--- src/eth_rx_pkg.sv ---
`default_nettype none

package eth_rx_pkg;

	////////////////////
	// Plain widths

	// One data byte on the GMII side
	typedef logic [7:0] byte_t;

	// Byte count of a frame, SFD excluded, FCS included
	typedef logic [15:0] frame_len_t;

	// APB address and data
	typedef logic [7:0] apb_addr_t;
	typedef logic [31:0] apb_data_t;

	////////////////////
	// Beats and streams

	// One receive-clock beat of GMII
	typedef struct packed {
		byte_t data;
		logic  dv;
		logic  er;
	} gmii_rx_t;

	// In-band speed code sent by the PHY in bits 2:1 of an idle byte
	typedef enum logic [1:0] {
		SPEED_10   = 2'b00,
		SPEED_100  = 2'b01,
		SPEED_1000 = 2'b10,
		SPEED_RSVD = 2'b11
	} link_speed_e;

	typedef struct packed {
		logic        link_up;
		link_speed_e speed;
		logic        full_duplex;
	} link_status_t;

	// Forwarded frame stream, last marks the final FCS byte
	typedef struct packed {
		byte_t data;
		logic  valid;
		logic  last;
	} rx_byte_t;

	// Per-frame result
	typedef struct packed {
		logic       crc_ok;
		logic       rx_err;
		frame_len_t length;
	} frame_status_t;

	// Frame control FSM
	typedef enum logic [1:0] {
		IDLE,
		PREAMBLE,
		FRAME,
		DROP
	} ctrl_state_e;

	// Residue left by a good frame, MSB-first bit order
	localparam logic [31:0] CRC_RESIDUE = 32'hC704DD7B;

	////////////////////
	// Register map, byte addresses
	localparam apb_addr_t REG_CTRL    = 8'h00;
	localparam apb_addr_t REG_LINK    = 8'h04;
	localparam apb_addr_t REG_GOOD    = 8'h08;
	localparam apb_addr_t REG_CRC_ERR = 8'h0C;
	localparam apb_addr_t REG_RX_ERR  = 8'h10;
	localparam apb_addr_t REG_DROP    = 8'h14;

endpackage

`default_nettype wire

--- src/rgmii_rx_capture.sv ---
`timescale 1ns/1ps
`default_nettype none

module rgmii_rx_capture import eth_rx_pkg::*; (
	input  wire          gmii_rxc,
	input  wire          rst_n,
	input  wire [3:0]    rgmii_rxd,
	input  wire          rgmii_rx_ctl,
	output gmii_rx_t     gmii,
	output link_status_t link
);

	// Falling-edge half of the pair: high nibble and dv^er
	logic [3:0]   hi_nib_q;
	logic         ctl_fall_q;

	// Rising-edge half of the pair: low nibble and dv
	logic [3:0]   lo_nib_q;
	logic         ctl_rise_q;

	// Rebuilt GMII beat
	byte_t        data_q;
	logic         dv_q;
	logic         er_q;
	link_status_t link_q;

	// Pair seen as a whole just before the next rising edge
	byte_t        pair_byte;
	logic         pair_er;

	////////////////////
	// DDR capture

	always_ff @(negedge gmii_rxc) begin
		hi_nib_q   <= rgmii_rxd;
		ctl_fall_q <= rgmii_rx_ctl;
	end

	always_ff @(posedge gmii_rxc) begin
		lo_nib_q <= rgmii_rxd;
	end

	always_ff @(posedge gmii_rxc) begin
		if (!rst_n) begin
			ctl_rise_q <= 1'b0;
		end else begin
			ctl_rise_q <= rgmii_rx_ctl;
		end
	end

	assign pair_byte = {hi_nib_q, lo_nib_q};

	// Second control bit carries dv XOR er
	assign pair_er = ctl_rise_q ^ ctl_fall_q;

	////////////////////
	// GMII rebuild

	always_ff @(posedge gmii_rxc) begin
		data_q <= pair_byte;
	end

	always_ff @(posedge gmii_rxc) begin
		if (!rst_n) begin
			dv_q <= 1'b0;
			er_q <= 1'b0;
		end else begin
			dv_q <= ctl_rise_q;
			// er without dv is a special symbol, not a frame error
			er_q <= pair_er & ctl_rise_q;
		end
	end

	////////////////////
	// In-band link status

	always_ff @(posedge gmii_rxc) begin
		if (!rst_n) begin
			link_q <= '{link_up: 1'b0, speed: SPEED_10, full_duplex: 1'b0};
		end else if (!ctl_rise_q && !pair_er) begin
			// Plain inter-frame idle
			link_q.link_up     <= pair_byte[0];
			link_q.speed       <= link_speed_e'(pair_byte[2:1]);
			link_q.full_duplex <= pair_byte[3];
		end
	end

	assign gmii = '{data: data_q, dv: dv_q, er: er_q};
	assign link = link_q;

endmodule

`default_nettype wire

--- src/eth_crc32.sv ---
`timescale 1ns/1ps
`default_nettype none

module eth_crc32 import eth_rx_pkg::*; (
	input  wire   gmii_rxc,
	input  wire   rst_n,
	input  wire   crc_init,
	input  wire   crc_en,
	input  byte_t crc_data,
	output logic  crc_match
);

	// Reflected form of the 802.3 polynomial 04C11DB7
	localparam logic [31:0] CRC_POLY_REFL = 32'hEDB88320;

	logic [31:0] crc_q;
	logic [31:0] crc_next;
	logic [31:0] crc_mirror;

	// Fold one byte in, LSB first as it is sent on the wire
	always_comb begin
		crc_next = crc_q;
		for (int i = 0; i < 8; i++) begin
			crc_next = {1'b0, crc_next[31:1]} ^
				((crc_next[0] ^ crc_data[i]) ? CRC_POLY_REFL : 32'h0);
		end
	end

	// Residue constant is MSB first, register is reflected
	always_comb begin
		for (int i = 0; i < 32; i++) begin
			crc_mirror[i] = crc_next[31 - i];
		end
	end

	// Match for the byte being added this cycle
	assign crc_match = (crc_mirror == CRC_RESIDUE);

	always_ff @(posedge gmii_rxc) begin
		if (!rst_n) begin
			crc_q <= '1;
		end else if (crc_init) begin
			// Preset at the SFD
			crc_q <= '1;
		end else if (crc_en) begin
			crc_q <= crc_next;
		end
	end

endmodule

`default_nettype wire

--- src/rx_frame_ctrl.sv ---
`timescale 1ns/1ps
`default_nettype none

module rx_frame_ctrl import eth_rx_pkg::*; (
	input  wire           gmii_rxc,
	input  wire           rst_n,
	input  gmii_rx_t      gmii,
	input  wire           rx_enable,
	output logic          crc_init,
	output logic          crc_en,
	output byte_t         crc_data,
	input  wire           crc_match,
	output rx_byte_t      rx_out,
	output frame_status_t status,
	output logic          status_valid,
	output logic          dropped_pulse
);

	localparam byte_t PREAMBLE_BYTE = 8'h55;
	localparam byte_t SFD_BYTE      = 8'hD5;

	ctrl_state_e   state_q;
	ctrl_state_e   state_d;

	// One-byte holding register, lets the last byte be flagged when dv drops
	byte_t         hold_q;
	logic          hold_vld_q;

	// Per-frame accumulators
	frame_len_t    len_q;
	logic          err_q;
	logic          match_q;

	// Output registers
	byte_t         out_data_q;
	logic          out_valid_q;
	logic          out_last_q;
	frame_status_t status_q;
	logic          status_valid_q;
	logic          dropped_q;

	logic          sfd_seen;
	logic          in_frame;
	logic          frame_end;

	assign sfd_seen  = (state_q == PREAMBLE) && gmii.dv && (gmii.data == SFD_BYTE);
	assign in_frame  = (state_q == FRAME) && gmii.dv;
	assign frame_end = (state_q == FRAME) && !gmii.dv && hold_vld_q;

	// CRC runs over every byte after the SFD, FCS included
	assign crc_init = sfd_seen;
	assign crc_en   = in_frame;
	assign crc_data = gmii.data;

	////////////////////
	// Next state

	always_comb begin
		state_d = state_q;
		case (state_q)
			IDLE: begin
				if (gmii.dv) begin
					state_d = (gmii.data == PREAMBLE_BYTE) ? PREAMBLE : DROP;
				end
			end
			PREAMBLE: begin
				// Activity that ends before the SFD is ignored
				if (!gmii.dv) begin
					state_d = IDLE;
				end else if (gmii.data == SFD_BYTE) begin
					// Enable is only looked at here
					state_d = rx_enable ? FRAME : DROP;
				end else if (gmii.data != PREAMBLE_BYTE) begin
					state_d = DROP;
				end
			end
			FRAME, DROP: begin
				if (!gmii.dv) begin
					state_d = IDLE;
				end
			end
			default: state_d = IDLE;
		endcase
	end

	////////////////////
	// Control flops

	always_ff @(posedge gmii_rxc) begin
		if (!rst_n) begin
			state_q        <= IDLE;
			hold_vld_q     <= 1'b0;
			out_valid_q    <= 1'b0;
			out_last_q     <= 1'b0;
			status_valid_q <= 1'b0;
			dropped_q      <= 1'b0;
		end else begin
			state_q <= state_d;
			if (sfd_seen || frame_end) begin
				hold_vld_q <= 1'b0;
			end else if (in_frame) begin
				hold_vld_q <= 1'b1;
			end
			// Held byte leaves when the next beat arrives or dv drops
			out_valid_q    <= (state_q == FRAME) && hold_vld_q;
			out_last_q     <= frame_end;
			status_valid_q <= frame_end;
			dropped_q      <= sfd_seen && !rx_enable;
		end
	end

	////////////////////
	// Datapath

	always_ff @(posedge gmii_rxc) begin
		if (sfd_seen) begin
			len_q <= '0;
			err_q <= 1'b0;
		end else if (in_frame) begin
			hold_q  <= gmii.data;
			// Saturate, far beyond any legal frame
			len_q   <= (len_q != '1) ? len_q + 1'b1 : len_q;
			err_q   <= err_q | gmii.er;
			match_q <= crc_match;
		end
		out_data_q <= hold_q;
		if (frame_end) begin
			// match_q holds the check for the final FCS byte
			status_q.crc_ok <= match_q;
			status_q.rx_err <= err_q;
			status_q.length <= len_q;
		end
	end

	assign rx_out        = '{data: out_data_q, valid: out_valid_q, last: out_last_q};
	assign status        = status_q;
	assign status_valid  = status_valid_q;
	assign dropped_pulse = dropped_q;

endmodule

`default_nettype wire

--- src/rx_stats_regs.sv ---
`timescale 1ns/1ps
`default_nettype none

module rx_stats_regs import eth_rx_pkg::*; #(
	parameter int CNT_W = 16
) (
	input  wire           gmii_rxc,
	input  wire           rst_n,
	input  apb_addr_t     paddr,
	input  wire           psel,
	input  wire           penable,
	input  wire           pwrite,
	input  apb_data_t     pwdata,
	output apb_data_t     prdata,
	output logic          pready,
	output logic          pslverr,
	input  link_status_t  link,
	input  frame_status_t status,
	input  wire           status_valid,
	input  wire           dropped_pulse,
	output logic          rx_enable
);

	logic [CNT_W-1:0] cnt_good_q;
	logic [CNT_W-1:0] cnt_crc_q;
	logic [CNT_W-1:0] cnt_rxerr_q;
	logic [CNT_W-1:0] cnt_drop_q;

	logic             access;
	logic             addr_hit;
	logic             wr_ctrl;
	logic             clr_cnt;
	logic             inc_good;
	logic             inc_crc;
	logic             inc_rxerr;
	logic             rx_enable_q;

	// Increment that sticks at all ones
	function automatic logic [CNT_W-1:0] sat_inc(
		input logic [CNT_W-1:0] cnt,
		input logic             inc
	);
		sat_inc = (inc && (cnt != '1)) ? cnt + 1'b1 : cnt;
	endfunction

	////////////////////
	// APB decode

	// No wait states, every transfer ends in its access phase
	assign pready = 1'b1;
	assign access = psel && penable;

	assign wr_ctrl = access && pwrite && (paddr == REG_CTRL);
	assign clr_cnt = wr_ctrl && pwdata[1];

	always_comb begin
		prdata   = '0;
		addr_hit = 1'b1;
		case (paddr)
			REG_CTRL:    prdata = apb_data_t'(rx_enable_q);
			// Same bit layout as the in-band idle byte
			REG_LINK:    prdata = apb_data_t'({link.full_duplex, link.speed, link.link_up});
			REG_GOOD:    prdata = apb_data_t'(cnt_good_q);
			REG_CRC_ERR: prdata = apb_data_t'(cnt_crc_q);
			REG_RX_ERR:  prdata = apb_data_t'(cnt_rxerr_q);
			REG_DROP:    prdata = apb_data_t'(cnt_drop_q);
			default:     addr_hit = 1'b0;
		endcase
	end

	assign pslverr = access && !addr_hit;

	////////////////////
	// Control register

	always_ff @(posedge gmii_rxc) begin
		if (!rst_n) begin
			rx_enable_q <= 1'b0;
		end else if (wr_ctrl) begin
			rx_enable_q <= pwdata[0];
		end
	end

	assign rx_enable = rx_enable_q;

	////////////////////
	// Frame counters

	// A receive error wins over the CRC result
	assign inc_good  = status_valid && status.crc_ok && !status.rx_err;
	assign inc_crc   = status_valid && !status.crc_ok && !status.rx_err;
	assign inc_rxerr = status_valid && status.rx_err;

	always_ff @(posedge gmii_rxc) begin
		if (!rst_n || clr_cnt) begin
			cnt_good_q  <= '0;
			cnt_crc_q   <= '0;
			cnt_rxerr_q <= '0;
			cnt_drop_q  <= '0;
		end else begin
			cnt_good_q  <= sat_inc(cnt_good_q, inc_good);
			cnt_crc_q   <= sat_inc(cnt_crc_q, inc_crc);
			cnt_rxerr_q <= sat_inc(cnt_rxerr_q, inc_rxerr);
			cnt_drop_q  <= sat_inc(cnt_drop_q, dropped_pulse);
		end
	end

endmodule

`default_nettype wire

--- src/rgmii_rx_top.sv ---
`timescale 1ns/1ps
`default_nettype none

module rgmii_rx_top import eth_rx_pkg::*; #(
	parameter int CNT_W = 16
) (
	input  wire           gmii_rxc,
	input  wire           rst_n,
	// RGMII receive pins
	input  wire [3:0]     rgmii_rxd,
	input  wire           rgmii_rx_ctl,
	// APB register port
	input  apb_addr_t     paddr,
	input  wire           psel,
	input  wire           penable,
	input  wire           pwrite,
	input  apb_data_t     pwdata,
	output apb_data_t     prdata,
	output logic          pready,
	output logic          pslverr,
	// Frame stream and status
	output rx_byte_t      rx_out,
	output frame_status_t status,
	output logic          status_valid
);

	gmii_rx_t     gmii;
	link_status_t link;
	logic         rx_enable;
	logic         crc_init;
	logic         crc_en;
	byte_t        crc_data;
	logic         crc_match;
	logic         dropped_pulse;

	////////////////////
	// Pins to GMII

	rgmii_rx_capture i_capture (
		.gmii_rxc     (gmii_rxc),
		.rst_n        (rst_n),
		.rgmii_rxd    (rgmii_rxd),
		.rgmii_rx_ctl (rgmii_rx_ctl),
		.gmii         (gmii),
		.link         (link)
	);

	////////////////////
	// Framing and FCS check

	rx_frame_ctrl i_ctrl (
		.gmii_rxc      (gmii_rxc),
		.rst_n         (rst_n),
		.gmii          (gmii),
		.rx_enable     (rx_enable),
		.crc_init      (crc_init),
		.crc_en        (crc_en),
		.crc_data      (crc_data),
		.crc_match     (crc_match),
		.rx_out        (rx_out),
		.status        (status),
		.status_valid  (status_valid),
		.dropped_pulse (dropped_pulse)
	);

	eth_crc32 i_crc (
		.gmii_rxc  (gmii_rxc),
		.rst_n     (rst_n),
		.crc_init  (crc_init),
		.crc_en    (crc_en),
		.crc_data  (crc_data),
		.crc_match (crc_match)
	);

	////////////////////
	// Registers

	rx_stats_regs #(
		.CNT_W (CNT_W)
	) i_regs (
		.gmii_rxc      (gmii_rxc),
		.rst_n         (rst_n),
		.paddr         (paddr),
		.psel          (psel),
		.penable       (penable),
		.pwrite        (pwrite),
		.pwdata        (pwdata),
		.prdata        (prdata),
		.pready        (pready),
		.pslverr       (pslverr),
		.link          (link),
		.status        (status),
		.status_valid  (status_valid),
		.dropped_pulse (dropped_pulse),
		.rx_enable     (rx_enable)
	);

endmodule

`default_nettype wire

--- config.mk ---
export PLATFORM = sky130hd
export DESIGN_NAME = rgmii_rx_top
export DESIGN_NICKNAME = d
export VERILOG_FILES = /design/src/eth_rx_pkg.sv /design/src/rgmii_rx_capture.sv /design/src/eth_crc32.sv /design/src/rx_frame_ctrl.sv /design/src/rx_stats_regs.sv /design/src/rgmii_rx_top.sv
export SDC_FILE = /design/constraint.sdc
export NUM_CORES = 1
export LEC_CHECK = 0
export ABC_CLOCK_PERIOD_IN_PS = 2400
export BUFFER_PORTS_ARGS = -buffer_cell sky130_fd_sc_hd__buf_2
export CORE_MARGIN = 2
export CORE_UTILIZATION = 35
export CTS_CLUSTER_SIZE = 28
export DETAILED_ROUTE_END_ITERATION = 10
export HOLD_SLACK_MARGIN = 0.15
export MAX_ROUTING_LAYER = met4
export PLACE_DENSITY = 0.61
export SLEW_MARGIN = 20
export SYNTH_ARGS = -nofsm -noshare
export SYNTH_HDL_FRONTEND = slang
export SYNTH_SLANG_ARGS = --single-unit
--- constraint.sdc ---
create_clock -name gmii_rxc -period 2.4 [get_ports gmii_rxc]
set_clock_uncertainty 0.15 [all_clocks]
set_input_delay 0.48 -clock gmii_rxc [delete_from_list [all_inputs] [get_ports gmii_rxc]]
set_output_delay 0.48 -clock gmii_rxc [all_outputs]
set_load 0.01 [all_outputs]
==> results of run 1 <==
==> sequential cells by signal, indices dropped and copies added, names as in the netlist, 2 cells and up <==
name	flops
i_regs.cnt_drop_q	16
i_ctrl.hold_q	8
i_regs.cnt_good_q	16
i_capture.link	4
i_capture.lo_nib_q	4
i_capture.data_q	8
i_ctrl.state_q	2
i_ctrl.status	18
i_capture.hi_nib_q	4
i_crc.crc_q	32
i_regs.cnt_rxerr_q	16
i_ctrl.len_q	16
i_ctrl.out_data_q	8
i_regs.cnt_crc_q	16
==> stage by stage <==
step	hold slack [ps]	TNS, ps	setup slack, ps	instances	util
floorplan	173	0	0.434	870	-
global placement	175	-5790	-131	1241	0.402
detailed placement	177	-8200	-157	1241	0.402
CTS	152	-5.91	-2.94	1285	0.438
global route	195	-1390	-148	1292	0.449
finish	189	-314	-90.5	1292	0.449
==> cell type report <==
type | instances | area, um2 | share of cell area
multi-input cells | 630 | 4160 | 0.410
flip-flops and latches | 179 | 3860 | 0.379
repair buffers | 148 | 1090 | 0.107
clock buffers | 18 | 439 | 0.0432
well taps | 285 | 357 | 0.0351
clock inverters | 19 | 211 | 0.0208
inverters | 12 | 45.0 | 0.00443
diodes | 1 | 2.50 | 0.000246
==> logic make-up (layout without fill, tap and decap cells) <==
family | after synthesis | in the layout | share of synthesized area
simple gates | 368 | 368 | 0.215
other cells | 2 | 18 | 0.000931
compound gates | 87 | 87 | 0.0796
buf+inv | 61 | 197 | 0.0378
flops | 179 | 179 | 0.478
xor+xnor | 144 | 144 | 0.170
mux | 8 | 8 | 0.00993
fa+ha+maj | 6 | 6 | 0.00930
==> path summary, 6_finish.rpt <==
| path | start | end | slack [ps] | cells past startpoint |
|---|---|---|---|---|
| setup / recovery | paddr[4] | prdata[7] | -90 | 8 |
| hold / removal | rst_n | i_capture.ctl_rise_q | 190 | 2 |
| setup reg to reg | i_crc.crc_q[6] | i_ctrl.match_q | -20 | 7 |
| hold reg to reg | i_ctrl.hold_q[1] | i_ctrl.out_data_q[1] | 190 | 0 |
==> report_power, final <==
| part | switching [mW] | total (mW) | leakage, nW | internal, mW |
|---|---|---|---|---|
| clock network | 1.45 | 2.93 | 0.331 | 1.48 |
| registers | 0.0307 | 3.10 | 1.46 | 3.07 |
| logic | 0.300 | 0.620 | 2.26 | 0.320 |
==> layer usage <==
layer	up-vias	part of all wire	track usage
met2	133	0.48	0.266
met3	20	0.043	0.0392
met1	3074	0.47	0.219
li1	3208	-	-
met4	0	0.014	0.0433
met5	-	0	-
==> critical path: cells and delay by family <==
family	cells	cell delay (ps)
and+or+nand+nor	3	460
buffers and inverters	4	560
AOI/OAI and AO/OA	1	360
==> what timing repair did <==
action,CTS,global route
gates cloned,0,3
hold buffers,5,1
setup buffers,3,2
endpoints found under the hold margin,5,1
gates resized for setup,17,45
setup endpoints to repair,17,29
pin swaps,7,23
==> cell usage after synthesis (all sizes together), types with 2 or more instances <==
master / count / share of area
inv: 12 / 0.0056
mux2i: 8 / 0.0099
a22oi: 5 / 0.0047
o21a: 2 / 0.0019
o211ai: 28 / 0.026
a222oi: 15 / 0.019
nand2b: 9 / 0.0070
nor4: 9 / 0.0070
a21oi: 13 / 0.0081
nor2b: 5 / 0.0039
conb: 2 / 0.00093
xor2: 55 / 0.061
edfxtp: 27 / 0.10
dfxtp: 152 / 0.38
ha: 6 / 0.0093
nand3b: 2 / 0.0019
o21ai: 11 / 0.0068
a31oi: 2 / 0.0016
o2111ai: 4 / 0.0043
nor4b: 2 / 0.0022
nor3: 19 / 0.012
xnor2: 85 / 0.097
nand4: 21 / 0.016
and3: 15 / 0.012
or3: 5 / 0.0040
and4: 12 / 0.013
nand3: 34 / 0.021
clkbuf: 26 / 0.012
buf: 22 / 0.020
and2: 7 / 0.0054
a211oi: 2 / 0.0019
nor2: 104 / 0.048
nor3b: 2 / 0.0019
nand2: 116 / 0.054
xnor3: 3 / 0.0085
==> summary.md, run 1 <==
| Metric | Value |
|---|---|
| Power density cells | `roughly 650 nW/um2` |
| Failing checks | `setup timing` |
| Max Cap Violations | `0` |
| CTS Buffer Depth | `2` |
| I/O pins | `between 100 and 150` |
| Hold crit path type | `input pin to register` |
| DR pass1 iterations | `6` |
| Seq/Total Area, Yosys | `0.478` |
| Largest net degree at the start of global routing | `between 50 and 60` |
| Min Tclk post-route | `2490 ps` |
| WL/cell | `~15 um` |
| Starting DRT DRC Count | `479` |
| Setup violators final | `10` |
| All-Layer GR Usage | `0.169` |
| Die Y | `roughly 160 um` |
| CTS tree | `done` |
| Status | `finished, violations left` |
| Post-synth top flop | `dfxtp_1` |
| Fmax | `around 400 MHz` |
| GPL Wtd Cong | `about 0.84` |
| Antenna viol nets, final | `0` |
| Most frequent cells in the layout | `150 x dfxtp_1, 112 x nand2_1, 97 x nor2_1, 76 x xnor2_1, 63 x buf_4` |
| Overall Power | `6.65 mW` |
| Die Width | `around 160 um` |
| Ratio of cells with drive above 1 in the final layout | `0.211` |
| Crit path max fanout | `6` |
| Nets | `roughly 1000` |
| Most used cell, CP | `buf_12` |
| Synth Instances | `between 800 and 900` |
| WL final | `slightly below 20000 um` |
| GRT overflow | `0` |
| Yosys warns | `0` |
| H-tree depth | `4` |
| Clk_lat worst skew | `roughly 470 ps` |
| Core Area | `22600 um2` |
| Root Buffer Master | `clkbuf_16` |
| Clock sinks | `about 180` |
| First-pass GRT wire length | `31400 um` |
| CP Cell Sequence | `buf_4, nand3b_1, nor2_4, buf_12, buf_12, a222oi_1, nand2_1, buf_2` |
| #FFs+latches synth | `around 180` |
| Commonest non-fill, non-tap cell in the layout | `dfxtp_1` |
| Peak ir drop on the vdd network | `roughly 0.00038 V` |
| Required @ worst endpoint | `1770 ps` |
| Syn avg cell area | `9.44 um2` |
| Netlist cell types | `55` |
| Final worst slack | `-90.5 ps` |
| Rel. slew slack | `0.604` |
| Ys async rst share | `0` |
| Vias in the first global route | `about 6000` |
| Post-DP HPWL | `~14000 um` |
| DRC viols | `0` |
| Clk slew on worst S/H paths | `around 70 ps` |
| Design Area, Final | `just over 10000 um2` |
| Die Area | `24300 um2` |
| Port Buf Inserts | `65` |
| RSZ-0062 raised after global routing | `true` |
| Rows | `55` |
| Max-slew violation count | `0` |
| CTS buffer count | `17` |
| Least-Margin Pin Slew | `between 500 and 600 ps` |
| Area grow syn2layout | `26.0%` |
| Starting Density | `0.356` |
| Filler cells | `2159` |
| Placed inst area | `9100 um2` |
| Via-per-instance ratio | `4.98` |
| Startpoint Class | `input pin` |
| WS Path Type | `input pin to output pin` |
| CP endpoint kind | `output pin` |
| Endpoints failing hold | `0` |
| Worst EP arrival | `1860 ps` |
| Slowest cell on crit path | `a222oi_1` |
| Post-synth EDFFs | `27` |
| Mapped Area | `between 8000 and 9000 um2` |
| Final Cycle Share | `1.04` |
| Routed via count | `between 6000 and 7000` |
| Initial antenna violation count | `1` |
| CP max stage delay | `approximately 360 ps` |
| Pleak | `between 4 and 5 nW` |
Power figures use the tool's default switching activity.
==> inputs of run 2 (changes only) <==
--- a/config.mk
+++ b/config.mk
@@ -7,13 +7,15 @@
 export LEC_CHECK = 0
 export ABC_CLOCK_PERIOD_IN_PS = 2400
 export BUFFER_PORTS_ARGS = -buffer_cell sky130_fd_sc_hd__buf_2
+export CELL_PAD_IN_SITES_DETAIL_PLACEMENT = 1
+export CELL_PAD_IN_SITES_GLOBAL_PLACEMENT = 1
 export CORE_MARGIN = 2
 export CORE_UTILIZATION = 35
 export CTS_CLUSTER_SIZE = 28
 export DETAILED_ROUTE_END_ITERATION = 10
 export HOLD_SLACK_MARGIN = 0.15
 export MAX_ROUTING_LAYER = met4
-export PLACE_DENSITY = 0.61
+export PLACE_DENSITY = 0.74
 export SLEW_MARGIN = 20
 export SYNTH_ARGS = -nofsm -noshare
 export SYNTH_HDL_FRONTEND = slang
==> constraint.sdc (replaced) <==
create_clock -name gmii_rxc -period 2.4 [get_ports gmii_rxc]
set_clock_uncertainty 0.15 [all_clocks]
set_input_delay 0.48 -clock gmii_rxc [delete_from_list [all_inputs] [get_ports gmii_rxc]]
set_output_delay 0.48 -clock gmii_rxc [all_outputs]
set_load 0.05 [all_outputs]
==> run 2 against run 1 <==
  * The run still ends with setup timing left
  * Non-clock buffer count is 16 higher
  * Combinational power is 20% higher
  * Via count grew 3.1%
  * Utilization up 2.0 points
  * Cell count grew 1.3%
  * Clock-buffer cell count down 1
  * First-iteration DRC count decreased by 30%
  * Clock power is 2% lower
  * Maximum frequency is 1.1% lower
  * Die area stayed put
  * Wire length is 17% higher
  * Register-to-register slack got worse by 98 ps
==> summary.md, run 2 (same netlist as run 1, synthesis figures left out) <==
| Metric | Value |
|---|---|
| Status | `finished, violations left` |
| Failing checks | `setup timing` |
| Reg2reg setup slack | `-120 ps (-100 ps)` |
| Worst hold path endpoint | `i_capture.ctl_rise_q` |
| Most used cell, CP | `buf_4` |
| Pleak | `4.19 nW (+3.3%)` |
| Routed via count | `6632 (+3.1%)` |
| Rel. slew slack | `0.564 (-0.0403)` |
| CTS buffer count | `17 (unchanged)` |
| Slowest cell on crit path | `xnor3_2` |
| Die Area | `24300 um2 (unchanged)` |
| Crit path max-delay family | `XOR/XNOR gates` |
| Hold crit path type | `input pin to register` |
| CTS Buffer Depth | `2 (unchanged)` |
| Starting Density | `0.356 (unchanged)` |
| GRT overflow | `0 (unchanged)` |
| Clk_lat worst skew | `470 ps (about the same)` |
| Antenna viol nets, final | `0 (unchanged)` |
| Die Width | `156 um (unchanged)` |
| Die Y | `156 um (unchanged)` |
| Min Tclk post-route | `2520 ps (+27.6 ps)` |
| RSZ-0062 raised after global routing | `true` |
| Crit path max fanout | `3 (-3)` |
| I/O pins | `113 (unchanged)` |
| Final worst slack | `-118 ps (-27.6 ps)` |
| Filler cells | `2539 (+18%)` |
| CP bufs+invs | `2 (-2)` |
| Rows | `55 (unchanged)` |
| Reg2reg end | `i_ctrl.match_q` |
| Fmax | `397 MHz (-1.1%)` |
| Peak ir drop on the vdd network | `0.000390 V (+3.1%)` |
| Area grow syn2layout | `31.7%` |
| Max reg flops | `32 (unchanged)` |
| Endpoints failing hold | `0 (unchanged)` |
| Clock sinks | `179 (unchanged)` |
| CP endpoint kind | `register` |
| Worst EP arrival | `2690 ps (+830 ps)` |
| WL/cell | `17.6 um (+16%)` |
| CP max stage delay | `380 ps (+20 ps)` |
| Reg2reg path depth | `8 (+1)` |
| Hold Slack | `175 ps (-13.4 ps)` |
| Via-per-instance ratio | `5.07 (+1.7%)` |
| Max-slew violation count | `0 (unchanged)` |
| DRC viols | `0 (unchanged)` |
| Hold depth | `2 (unchanged)` |
| Startpoint Class | `register` |
| Starting DRT DRC Count | `333 (-30%)` |
| H-tree depth | `4 (unchanged)` |
| Cell count after placement | `1251 (+0.81%)` |
| Max Cap Violations | `0 (unchanged)` |
| Core Area | `22600 um2 (unchanged)` |
| Initial antenna violation count | `2 (+1)` |
| Vias in the first global route | `6789 (+13%)` |
| Setup violators final | `17 (+7)` |
| Crit path from | `i_capture.data_q[6]` |
| Beginning of the worst hold path | `rst_n` |
| GPL Wtd Cong | `0.839 (+0.20%)` |
| Root Buffer Master | `clkbuf_16` |
| First-pass GRT wire length | `35700 um (+14%)` |
| Required @ worst endpoint | `2570 ps (+800 ps)` |
| WS Path Type | `register to register` |
| Final Cycle Share | `1.05 (+0.0115)` |
| Non-Filler Instances | `1309 (+1.3%)` |
| All-Layer GR Usage | `0.194 (+0.0254)` |
| Least-Margin Pin Slew | `649 ps (+55.0 ps)` |
| Power density cells | `633 nW/um2 (-3.3%)` |
| Port Buf Inserts | `65 (unchanged)` |
| CP Cell Sequence | `xnor2_2, buf_4, xnor3_2, xnor2_4, xnor2_1, nand3_1, nor4_2, buf_4` |
| Commonest non-fill, non-tap cell in the layout | `dfxtp_1` |
| DR pass1 iterations | `6 (unchanged)` |
| Reg-to-reg startpoint | `i_capture.data_q[6]` |
| Nets | `1065 (+1.5%)` |
| WL final | `23000 um (+17%)` |
| Most frequent cells in the layout | `141 x dfxtp_1, 97 x nand2_1, 97 x nor2_1, 78 x buf_4, 68 x xnor2_1` |
| Largest net degree at the start of global routing | `59 (unchanged)` |
| Overall Power | `6.72 mW (+1.1%)` |
| Post-DP HPWL | `15200 um (+12%)` |
| CTS tree | `done` |
| Biggest register | `i_crc.crc_q` |
| Clk slew on worst S/H paths | `80 ps (about the same)` |
| Ratio of cells with drive above 1 in the final layout | `0.263 (+0.0525)` |
-- run 2: cell types whose count changed in the layout (fill, tap and decap cells not counted), sizes merged --
cell    previous run  this run
buf              142       158
inv               24        26
clkbuf            18        17
clkinv             7         6
diode              1         2
-- run 2: per-stage QoR --
step | instance area (um2) | setup WS, ps | setup TNS (ps) | utilization
finish | 10600 | -118 | -996 | 0.469
global route | 10600 | -196 | -2270 | 0.469
CTS | 10300 | -74.2 | -317 | 0.454
detailed placement | 9260 | -242 | -4390 | 0.409
global placement | 9260 | -204 | -2000 | 0.409
floorplan | 8180 | 2.30 | 0 | -
-- run 2: worst max-delay path by stage --
| stage | cells past startpoint | slack [ps] | endpoint |
|---|---|---|---|
| after global placement | 8 | -200 | i_ctrl.match_q |
| after floorplan | 5 | 2 | prdata[14] |
| final | 8 | -120 | i_ctrl.match_q |
| after CTS | 9 | -70 | prdata[12] |
| after global routing | 8 | -200 | i_ctrl.match_q |
| after detailed placement | 7 | -240 | i_ctrl.match_q |
-- run 2: cell type report --
cell class	instances	area, um2	share of cell area
antenna	2	5.00	0.000471
tap	285	357	0.0336
sequential	179	3870	0.365
inverter	12	45.0	0.00424
clock buffer	17	425	0.0400
multi-input combinational	630	4350	0.410
timing repair buffer	164	1370	0.129
clock inverter	20	194	0.0183
-- run 2: timing repair --
action                                 CTS  global route
setup endpoints to repair               17            22
endpoints found under the hold margin    6             0
cloned                                   0             1
gates resized for setup                 71            54
hold buffers                             6             0
setup buffers                            5             9
pin swaps                               13            24
-- run 2: report_power, final --
group,switching [mW],internal (mW)
combinational,0.393,0.353
sequential,0.0375,3.07
clock,1.44,1.43
-- run 2: metal layers --
metal | up-vias | share of wire | track usage
li1 | 3242 | - | -
met1 | 3258 | 0.44 | 0.233
met2 | 101 | 0.50 | 0.320
met3 | 31 | 0.034 | 0.0458
met4 | 0 | 0.019 | 0.0664
met5 | - | 0 | -
